## config.mk

```make
export PLATFORM = sky130hd
export DESIGN_NAME = weight_controller
export DESIGN_NICKNAME = d
export VERILOG_FILES = /design/src/nn_train_pkg.sv /design/src/activation_unit.sv /design/src/cell_counter.sv /design/src/update_sequencer.sv /design/src/weight_controller.sv /design/src/weight_store.sv /design/src/weight_updater.sv
export SDC_FILE = /design/constraint.sdc
export NUM_CORES = 2
export LEC_CHECK = 0
export BUFFER_PORTS_ARGS = -buffer_cell sky130_fd_sc_hd__buf_4
export CAP_MARGIN = 10
export CORE_UTILIZATION = 50
export DETAILED_ROUTE_END_ITERATION = 7
export PLACE_DENSITY = 0.67
export SYNTH_ARGS = -nofsm -noshare
export SYNTH_HDL_FRONTEND = slang
export SYNTH_HIERARCHICAL = 1
export SYNTH_SLANG_ARGS = --single-unit
```

## constraint.sdc

```tcl
create_clock -name clk -period 9.3 [get_ports clk]
set_clock_uncertainty 0.15 [all_clocks]
set_input_delay 0.93 -clock clk [delete_from_list [all_inputs] [get_ports clk]]
set_output_delay 0.93 -clock clk [all_outputs]
set_load 0.01 [all_outputs]
```

## src/nn_train_pkg.sv

```systemverilog
package nn_train_pkg;

    //////////////////////////////////////////////////////////////////////
    // network sizes
    //////////////////////////////////////////////////////////////////////

    localparam int neuron_num        = 4;  // neurons per layer
    localparam int layer_num         = 4;
    localparam int cell_num          = neuron_num * neuron_num;
    localparam int neuron_idx_width  = $clog2(neuron_num);
    localparam int cell_idx_width    = 2 * neuron_idx_width;  // row bits above column bits
    localparam int layer_addr_width  = $clog2(layer_num);

    //////////////////////////////////////////////////////////////////////
    // fixed point formats
    //////////////////////////////////////////////////////////////////////

    localparam int z_width             = 10;  // signed
    localparam int act_width           = 9;   // unsigned, 256 is 1.0
    localparam int act_frac_bits       = 8;
    localparam int delta_width         = 10;  // signed
    localparam int weight_width        = 12;  // signed
    localparam int learning_rate_shift = 0;

    localparam int act_one    = 1 << act_frac_bits;
    localparam int act_offset = act_one / 2;  // sigmoid midpoint
    localparam int weight_max = (1 << (weight_width - 1)) - 1;
    localparam int weight_min = -(1 << (weight_width - 1));

    // a[j] * delta[i] and old weight minus step, with headroom
    localparam int prod_width = act_width + 1 + delta_width;
    localparam int diff_width = prod_width + 1;

    //////////////////////////////////////////////////////////////////////
    // types
    //////////////////////////////////////////////////////////////////////

    typedef logic [layer_addr_width-1:0]         layer_addr_t;
    typedef logic [neuron_num*z_width-1:0]       z_vec_t;
    typedef logic [neuron_num*act_width-1:0]     act_vec_t;
    typedef logic [neuron_num*delta_width-1:0]   delta_vec_t;
    typedef logic signed [weight_width-1:0]      weight_t;
    typedef logic [cell_num*weight_width-1:0]    weight_mat_t;
    typedef logic [cell_idx_width-1:0]           cell_idx_t;

    typedef enum logic [1:0] {
        st_idle,     // waiting for layer, z and delta
        st_present,  // old matrix on w
        st_update    // one cell per cycle
    } seq_state_t;

endpackage

```

## src/activation_unit.sv

```systemverilog
`timescale 1ns/1ps

module activation_unit (
    input  logic                  clk,
    input  logic                  reset,
    input  logic                  capture,
    input  nn_train_pkg::z_vec_t  z,
    output nn_train_pkg::act_vec_t a
);

    import nn_train_pkg::*;

    act_vec_t a_next;

    // hard sigmoid per neuron: (z >>> 1) + 128, clamped to 0..256
    for (genvar n = 0; n < neuron_num; n++) begin : g_neuron
        logic signed [z_width-1:0] z_cell;
        logic signed [z_width:0]   biased;  // one bit wider than z
        logic [act_width-1:0]      act;

        assign z_cell = z[n*z_width +: z_width];
        assign biased = (z_cell >>> 1) + (z_width + 1)'(act_offset);

        always_comb begin
            if (biased < 0) begin
                act = '0;
            end else if (biased > act_one) begin
                act = act_width'(act_one);  // saturate at 1.0
            end else begin
                act = biased[act_width-1:0];
            end
        end

        assign a_next[n*act_width +: act_width] = act;
    end

    // held for the whole update phase
    always_ff @(posedge clk) begin
        if (reset) begin
            a <= '0;
        end else if (capture) begin
            a <= a_next;
        end
    end

endmodule

```

## src/cell_counter.sv

```systemverilog
`timescale 1ns/1ps

module cell_counter (
    input  logic                    clk,
    input  logic                    reset,
    input  logic                    clear,
    input  logic                    enable,
    output nn_train_pkg::cell_idx_t cell_idx,
    output logic                    last_cell
);

    import nn_train_pkg::*;

    cell_idx_t count;

    always_ff @(posedge clk) begin
        if (reset) begin
            count <= '0;
        end else if (clear) begin
            count <= '0;
        end else if (enable) begin
            count <= count + 1'b1;  // wraps after the last cell
        end
    end

    assign cell_idx = count;

    // final write of the matrix
    assign last_cell = enable && (count == cell_idx_t'(cell_num - 1));

endmodule

```

## src/update_sequencer.sv

```systemverilog
`timescale 1ns/1ps

module update_sequencer (
    input  logic                      clk,
    input  logic                      reset,
    input  logic                      layer_valid,
    input  logic                      z_valid,
    input  logic                      delta_valid,
    input  logic                      w_ready,
    input  logic                      last_cell,
    input  nn_train_pkg::layer_addr_t layer,
    output logic                      layer_ready,
    output logic                      z_ready,
    output logic                      delta_ready,
    output logic                      w_valid,
    output logic                      capture,
    output logic                      count_clear,
    output logic                      count_enable,
    output logic                      write_enable,
    output nn_train_pkg::layer_addr_t cur_layer
);

    import nn_train_pkg::*;

    seq_state_t state;
    seq_state_t state_next;
    logic       all_valid;
    logic       accept;

    //////////////////////////////////////////////////////////////////////
    // handshakes
    //////////////////////////////////////////////////////////////////////

    assign all_valid = layer_valid && z_valid && delta_valid;
    assign accept    = (state == st_idle) && all_valid;  // joint transfer

    assign layer_ready = accept;
    assign z_ready     = accept;
    assign delta_ready = accept;
    assign capture     = accept;

    assign w_valid      = (state == st_present);
    assign count_clear  = w_valid && w_ready;  // w transfer starts the update
    assign count_enable = (state == st_update);
    assign write_enable = count_enable;

    //////////////////////////////////////////////////////////////////////
    // state machine
    //////////////////////////////////////////////////////////////////////

    always_comb begin
        state_next = state;
        case (state)
            st_idle:    if (accept) state_next = st_present;
            st_present: if (w_ready) state_next = st_update;  // waits on back-pressure
            st_update:  if (last_cell) state_next = st_idle;
            default:    state_next = st_idle;
        endcase
    end

    always_ff @(posedge clk) begin
        if (reset) begin
            state     <= st_idle;
            cur_layer <= '0;
        end else begin
            state <= state_next;
            if (accept) begin
                cur_layer <= layer;
            end
        end
    end

endmodule

```

## src/weight_controller.sv

```systemverilog
`timescale 1ns/1ps

module weight_controller (
    input  logic                      clk,
    input  logic                      reset,
    // layer
    input  nn_train_pkg::layer_addr_t layer,
    input  logic                      layer_valid,
    output logic                      layer_ready,
    // z
    input  nn_train_pkg::z_vec_t      z,
    input  logic                      z_valid,
    output logic                      z_ready,
    // delta
    input  nn_train_pkg::delta_vec_t  delta,
    input  logic                      delta_valid,
    output logic                      delta_ready,
    // w
    output nn_train_pkg::weight_mat_t w,
    output logic                      w_valid,
    input  logic                      w_ready,
    // saturation seen
    output logic                      error
);

    import nn_train_pkg::*;

    logic        capture;
    logic        count_clear;
    logic        count_enable;
    logic        write_enable;
    logic        last_cell;
    layer_addr_t cur_layer;
    cell_idx_t   cell_idx;
    act_vec_t    a;
    weight_t     new_weight;

    //////////////////////////////////////////////////////////////////////
    // control
    //////////////////////////////////////////////////////////////////////

    update_sequencer i_update_sequencer (
        .clk          (clk),
        .reset        (reset),
        .layer_valid  (layer_valid),
        .z_valid      (z_valid),
        .delta_valid  (delta_valid),
        .w_ready      (w_ready),
        .last_cell    (last_cell),
        .layer        (layer),
        .layer_ready  (layer_ready),
        .z_ready      (z_ready),
        .delta_ready  (delta_ready),
        .w_valid      (w_valid),
        .capture      (capture),
        .count_clear  (count_clear),
        .count_enable (count_enable),
        .write_enable (write_enable),
        .cur_layer    (cur_layer)
    );

    cell_counter i_cell_counter (
        .clk       (clk),
        .reset     (reset),
        .clear     (count_clear),
        .enable    (count_enable),
        .cell_idx  (cell_idx),
        .last_cell (last_cell)
    );

    //////////////////////////////////////////////////////////////////////
    // datapath
    //////////////////////////////////////////////////////////////////////

    activation_unit i_activation_unit (
        .clk     (clk),
        .reset   (reset),
        .capture (capture),
        .z       (z),
        .a       (a)
    );

    weight_updater i_weight_updater (
        .clk          (clk),
        .reset        (reset),
        .capture      (capture),
        .write_enable (write_enable),
        .delta        (delta),
        .a            (a),
        .cell_idx     (cell_idx),
        .old_weights  (w),  // same matrix that is presented
        .new_weight   (new_weight),
        .error        (error)
    );

    weight_store i_weight_store (
        .clk          (clk),
        .reset        (reset),
        .write_enable (write_enable),
        .layer        (cur_layer),
        .cell_idx     (cell_idx),
        .new_weight   (new_weight),
        .weights      (w)
    );

endmodule

```

## src/weight_store.sv

```systemverilog
`timescale 1ns/1ps

module weight_store (
    input  logic                      clk,
    input  logic                      reset,
    input  logic                      write_enable,
    input  nn_train_pkg::layer_addr_t layer,
    input  nn_train_pkg::cell_idx_t   cell_idx,
    input  nn_train_pkg::weight_t     new_weight,
    output nn_train_pkg::weight_mat_t weights
);

    import nn_train_pkg::*;

    weight_mat_t mem [layer_num];  // one full matrix per layer

    //////////////////////////////////////////////////////////////////////
    // single cell write
    //////////////////////////////////////////////////////////////////////

    always_ff @(posedge clk) begin
        if (reset) begin
            for (int l = 0; l < layer_num; l++) begin
                mem[l] <= '0;
            end
        end else if (write_enable) begin
            mem[layer][cell_idx*weight_width +: weight_width] <= new_weight;
        end
    end

    // whole matrix of the addressed layer, no read latency
    assign weights = mem[layer];

endmodule

```

## src/weight_updater.sv

```systemverilog
`timescale 1ns/1ps

module weight_updater (
    input  logic                      clk,
    input  logic                      reset,
    input  logic                      capture,
    input  logic                      write_enable,
    input  nn_train_pkg::delta_vec_t  delta,
    input  nn_train_pkg::act_vec_t    a,
    input  nn_train_pkg::cell_idx_t   cell_idx,
    input  nn_train_pkg::weight_mat_t old_weights,
    output nn_train_pkg::weight_t     new_weight,
    output logic                      error
);

    import nn_train_pkg::*;

    delta_vec_t                    delta_q;
    logic [neuron_idx_width-1:0]   row;
    logic [neuron_idx_width-1:0]   col;
    logic signed [delta_width-1:0] delta_cell;
    logic [act_width-1:0]          act_cell;
    weight_t                       old_cell;
    logic signed [prod_width-1:0]  product;
    logic signed [prod_width-1:0]  step;
    logic signed [diff_width-1:0]  diff;
    logic                          saturated;

    always_ff @(posedge clk) begin
        if (capture) begin
            delta_q <= delta;
        end
    end

    assign row = cell_idx[cell_idx_width-1:neuron_idx_width];  // i
    assign col = cell_idx[neuron_idx_width-1:0];               // j

    //////////////////////////////////////////////////////////////////////
    // w[i][j] - ((a[j] * delta[i]) >>> shift), saturated
    //////////////////////////////////////////////////////////////////////

    always_comb begin
        delta_cell = delta_q[row*delta_width +: delta_width];
        act_cell   = a[col*act_width +: act_width];
        old_cell   = old_weights[cell_idx*weight_width +: weight_width];

        product = $signed({1'b0, act_cell}) * delta_cell;  // activation is unsigned
        step    = product >>> (act_frac_bits + learning_rate_shift);
        diff    = old_cell - step;

        saturated = 1'b1;
        if (diff > weight_max) begin
            new_weight = weight_t'(weight_max);
        end else if (diff < weight_min) begin
            new_weight = weight_t'(weight_min);
        end else begin
            new_weight = diff[weight_width-1:0];
            saturated  = 1'b0;
        end
    end

    // sticky until reset
    always_ff @(posedge clk) begin
        if (reset) begin
            error <= 1'b0;
        end else if (write_enable && saturated) begin
            error <= 1'b1;
        end
    end

endmodule
```

* Word level (Yosys, flattened, before mapping)
Memory sizes are Yosys's and may differ from the RTL's. A register that Yosys moved wholly into a read port is not among the register bits.
Index checks and enable logic that the tools add are counted.
** Word-level totals
- Input bits :: 88
- Word-level logic and storage cells :: 75
- Output and inout bits :: 197
- Register bits after elaboration :: 85
- Memory bits (writable) :: 768
- Memories :: 1
** Cells by class
- Shift operators :: 5
- $mul :: 4
- Reduce and logical (&&, ||, !) cells :: 10
- Equality and inequality tests :: 6
- Mux-type cells :: 26
- Add/sub/neg operators :: 7
- $lt $le $gt $ge :: 10
** Memories
- i_weight_store.mem :: words 4, width 192, rd ports 1, clocked after memory_dff 1, wr ports 4, line weight_store.sv:15 : weight_mat_t mem [layer_num];
** Operators with widths (count)
- 192-bit 2-to-1 mux :: 3
- 192-bit OR reduction :: 1
- 12-bit by 34-bit variable shift with 192-bit output, first input constant :: 1
- 12-bit by 34-bit indexed part select with 192-bit output :: 1
- 192-bit by 9-bit indexed part select with 12-bit output :: 1
- 9-bit 2-to-1 mux :: 8
- 9-bit by 9-bit adder with 10-bit output, second input constant :: 4
- 10-bit greater-than comparator, second input constant :: 4
- 10-bit by 1-bit < comparator with 1-bit output, second input constant :: 4
- 40-bit by 7-bit indexed part select with 10-bit output :: 1
- 36-bit by 7-bit indexed part select with 9-bit output :: 1
- 8-bit negator with 34-bit output :: 1
- 12-bit 2-to-1 mux :: 2
- 10-bit by 10-bit multiplier with 20-bit output :: 1
- 13-bit by 12-bit greater-than comparator with 1-bit output, second input constant :: 1
- 13-bit by 12-bit < comparator with 1-bit output, second input constant :: 1
- 12-bit by 12-bit subtractor with 13-bit output :: 1
- 2-bit 2-to-1 mux :: 6
- 1-bit logical AND :: 6
- 2-bit by 4-bit multiplier with 6-bit output, second input constant :: 1
- 4-bit by 2-bit multiplier with 6-bit output, second input constant :: 1
- 1-bit 2-to-1 mux :: 6
- 2-bit inequality test, second input constant :: 3
- 2-bit case mux with 3 select lines :: 1
- other kinds (8) :: 8

* Depth between registers and ports, before layout
- Depth in word-level cells :: 9
- Gate-level depth with buffers :: 39
- Depth with buffers taken out :: 36

* By module
The synthesis kept the hierarchy.
** By module, submodules not included
- weight_store :: seq. area each 23062.1 µm², instances 1, cells an instance 3174, area each 39919.5 µm²
- weight_updater :: seq. area each 1221.2 µm², instances 1, cells an instance 562, area each 6698.9 µm²
- activation_unit :: seq. area each 720.7 µm², instances 1, cells an instance 163, area each 1615.3 µm²
- update_sequencer :: seq. area each 80.1 µm², instances 1, cells an instance 24, area each 251.5 µm²
- cell_counter :: seq. area each 80.1 µm², instances 1, cells an instance 18, area each 221.5 µm²

* Least setup slack after synthesis
Ideal clock, no wire load.
- Kind :: flip-flop to flip-flop
- From :: register i_cell_counter.count[0] (netlist: i_cell_counter/cell_idx[0])
- To :: memory i_weight_store/mem[0][61] in the netlist's numbering, data pin
- Data required time :: 8.982 ns
- Stages on the path, launching flop included :: 39
- Library setup time :: 0.168 ns
- Period minus slack after synthesis :: 9.571 ns
- Arrival :: 9.253 ns
- Slack :: -0.271 ns
- Buffers on the path :: 5
- Path through :: dfxtp_1 > buf_1 > buf_2 > mux4_2 > nand2_1 > fa_1 > inv_1 > fa_1 > inv_1 > fa_1 > inv_1 > fa_1 > inv_1 > fa_1 > inv_1 > ha_1 > and3_1 > a211oi_2 > [... 3 more ...] > ha_1 > and2_4 > a311oi_2 > a21oi_1 > a41o_1 > o41ai_4 > nor2_1 > a32o_1 > buf_6 > o21ai_1 > clkbuf_1 > nand2_1 > o21ai_0 > nand2_1 > o211ai_1 > nand2_1 > clkbuf_1 > a211oi_1
** RTL lines
- start: declaration :: line cell_counter.sv:14 : cell_idx_t count;
- start signal: assignment :: line cell_counter.sv:22 : count <= count + 1'b1;
- end: declaration :: line weight_store.sv:15

==> summary.md <==
| Metric | Value |
|---|---|
| Status | complete, no violations |
| Worst slew margin | 13.3% |
| Row count | approximately 110 |
| Post-Route WL | 175000 um |
| Crit path kind | reg2reg |
| Max Cap Viol | 0 |
| Worst path required time | 9650 ps |
| Fraction of the yosys area taken by sequential cells | about half |
| Least-Margin Pin Slew | ~1300 ps |
| Drt drc | 0 |
| Via count | about 38000 |
| Port Buffer Count | between 200 and 300 |
| Syn avg cell area | 12.4 um^2 |
| Initial core utilization | between 50% and 60% |
| Number of antenna violations at the first check in global routing | 10 |
| Power Density | between 150 and 200 mW/mm^2 |
| FF/Latch Area | 0.0252 mm^2 |
| Int Pwr | just under 7000 uW |
| Largest net degree at the start of global routing | 147 |
| Syn-to-layout area delta | 16.4% |
| Final #Nets | 4399 |
| Die area | a little under 0.1 mm^2 |
| Share of cells above drive strength 1 | 26.4% |
| Logic pwr share | 14.8% |
| Global-route wire length before repair | 248000 um |
| WL/cell | 31.6 um |
| Grt ovf | 0 |
| Clk pwr share | 39.2% |
| Startpoint Class | register |
| Fin. Hold Viols | 0 |
| Max Fclk | 110 MHz |
| Via-to-Cell Ratio | 6.94 |
| Synth Cell Area | 0.0487 mm^2 |
| Async set-reset flop share out of synthesis | 0% |
| Pleak | 0.0187 uW |
| Number of I/O pins | 285 |
| Synth unique cells | a little over 90 |
| Skew-Pair Late Insertion Delay | 710 ps |
| #FFs+latches synth | 853 |
| CORE AREA | 0.0966 mm^2 |
| Primary FF master, synth | edfxtp_1 |
| DR top layer | met5 |
| Clock tree from TritonCTS | built |
| CTS Buffer Depth | 3 |
| H-Tree Depth | 3 |
| Nature of the critical path endpoint | register |
| Met2 routed WL | 74800 um |
| Max VDD drop | 156 uV |
| Synth Warn # | 6 |
| Hold Crit Class | in2reg |
| CTS Buf Count | 93 |
| First drt pass iteration count | 6 |
| Clk sink count | roughly 850 |
| Mapped Cells | approximately 3900 |
| Die W | about 310 um |
| Final Setup Violations | 0 |
| Final worst-path cycle share | 97.6% |
| Die H | 314 um |
| Met1 WL | ~63000 um |
| Hold_ws | 284 ps |
| GRT Total Usage | about a third |
| WL met3 | 26200 um |
| Slowest stage delay, CP | 580 ps |
| Syn Nets | 4169 |
| CP max-delay cell | fa_1 |
| Final Total Pwr | 9470 uW |
| CP max FO | 5 |
| GP Congestion | 1.00 |
| Multi-input logic area | 0.0219 mm^2 |
| Seq pwr share | between 40% and 50% |
| Clock transition at path regs | 60 ps |
| Antenna Nets Post-Route | 0 |
| Post-synth EDFFs | 808 |
| Fillcell total | 7693 |
| Final min period | 9080 ps |
| Clk root buf | clkbuf_16 |
| CP Data Arrival Time | 9430 ps |
| NetSw | between 2000 and 3000 uW |
| Final Max Tran Viols | 0 |
| Sw frac | 26.6% |
| Vias in the first global route | approximately 36000 |
| Initial DRC count | 6430 |
| Post-DP HPWL | between 100000 and 150000 um |
-- state kept, by name (all words and copies together), names as in the netlist --
signal	flops
i_activation_unit/a	36
i_cell_counter/cell_idx	4
i_update_sequencer/cur_layer	2
i_update_sequencer/state	2
i_weight_store/mem	768
i_weight_updater/delta_q	40
i_weight_updater/error	1
-- path summary, 6_finish.rpt --
path,from,to,slack [ps],cells past startpoint
worst max register to register,i_cell_counter/cell_idx[0],i_weight_store/mem[1][162],220,36
worst max-delay path,i_cell_counter/cell_idx[0],i_weight_store/mem[1][162],220,36
worst min register to register,i_activation_unit/a[17],i_activation_unit/a[17],320,2
worst min-delay path,delta[21],i_weight_updater/delta_q[21],280,1
-- per-stage QoR --
step	instance area, um^2	setup WS [ps]	std cells	TNS (ps)	utilization, %
after floorplan	48700	35.7	3941	0	-
after global placement	52800	-257	5327	-2500	54.7
after detailed placement	52800	-331	5327	-3280	54.7
after CTS	55900	31.1	5494	0	57.9
after global routing	56700	-59.4	5519	-197	58.7
final	56700	222	5522	0	58.7
-- power groups by stage --
stage                     logic (uW)  registers [uW]  clock network, uW
after global routing            1440            4370               3870
after global placement          1240            4440                  0
after CTS                       1260            4360               3720
final                           1400            4360               3710
after detailed placement        1250            4440                  0
after floorplan                  669            4410                  0
-- critical path, delay by kind of cell, from the launching register on --
family | cells | cell delay, ps
AOI/OAI and AO/OA | 11 | 2790
xor gates and xnor gates | 1 | 140
buffers and inverters | 8 | 780
adders and majority gates | 7 | 3090
and+or+nand+nor | 7 | 1140
DFF | 1 | 370
muxes | 2 | 460
-- metal layers --
layer / vias to the layer above / GRT usage [%]
li1: 16000 / -
met1: 18900 / 47.4
met2: 2824 / 50.1
met3: 522 / 10.7
met4: 8 / 17.2
met5: - / 0
-- cells by family after synthesis --
kind of cell	synth area share, %
flip-flops	51.7
AO/OA/AOI/OAI	16.8
multiplexers	12.8
AND/OR/NAND/NOR	8.90
adder cells (fa/ha/maj)	4.46
buffers and inverters	4.66
XOR/XNOR	0.724
-- what timing repair did --
action	in CTS	in global routing
setup endpoints to repair	16	738
pin swaps	0	28
endpoints found under the hold margin	0	0
resized for setup	5	141
hold buffers	0	0
buffers inserted	0	19
gates cloned	0	5
-- area by class of cell --
class                   instances  share of cell area (%)
well taps                    1276                    2.82
diodes                          3                  0.0132
repair buffers                554                    8.20
clock buffers                 109                    4.34
multi-input cells            2572                    38.6
inverters                      97                   0.651
clock inverters                58                   0.995
flip-flops and latches        853                    44.4
-- cell usage after synthesis (5+ instances only) --
| master | number | area, um^2 |
|---|---|---|
| o21bai_1 | 8 | 60.1 |
| o21ai_1 | 17 | 85.1 |
| and2_1 | 55 | 344 |
| nor2_1 | 130 | 488 |
| fa_1 | 56 | 1120 |
| mux4_2 | 269 | 6060 |
| or3_1 | 5 | 31.3 |
| o21ai_0 | 155 | 776 |
| edfxtp_1 | 808 | 24300 |
| nor4_1 | 6 | 37.5 |
| xor2_1 | 17 | 149 |
| a22oi_1 | 16 | 120 |
| dfxtp_1 | 45 | 901 |
| o31ai_1 | 62 | 465 |
| o21a_1 | 6 | 45.0 |
| inv_1 | 94 | 353 |
| nor2b_1 | 15 | 93.8 |
| a211o_1 | 7 | 61.3 |
| a2111oi_0 | 11 | 96.3 |
| o22ai_1 | 11 | 68.8 |
| nand3_1 | 44 | 220 |
| nand2b_1 | 46 | 288 |
| a31oi_1 | 36 | 225 |
| buf_6 | 9 | 101 |
| and3_1 | 13 | 81.3 |
| or2_2 | 8 | 50.1 |
| a211oi_1 | 644 | 4830 |
| a21oi_1 | 126 | 631 |
| and4_1 | 5 | 43.8 |
| ha_1 | 84 | 1050 |
| nand3b_1 | 7 | 52.6 |
| mux2i_1 | 13 | 130 |
| nand2_1 | 510 | 1910 |
| nor3_1 | 39 | 195 |
| buf_2 | 117 | 586 |
| xnor2_1 | 17 | 149 |
| nor3b_1 | 5 | 37.5 |
| o211ai_1 | 11 | 82.6 |
| buf_1 | 57 | 214 |
| buf_4 | 28 | 210 |
| o22a_1 | 11 | 96.3 |
| or3b_1 | 33 | 289 |
| a21o_1 | 12 | 90.1 |
| clkbuf_1 | 208 | 781 |
-- layout by cell type (no fill, tap or decap), types with 43 or more instances in the layout --
cell type	synthesis	layout
a211oi_1	644	607
a21oi_1	126	112
and2_1	55	56
buf_4	28	506
clkbuf_16	0	99
edfxtp_1	808	808
fa_1	56	56
ha_1	84	79
inv_1	94	94
mux4_2	269	269
nand2_1	510	497
nand2b_1	46	43
nand3_1	44	43
nor2_1	130	114
o21ai_0	155	146
o31ai_1	62	61
(Power assumes the default switching activity.)
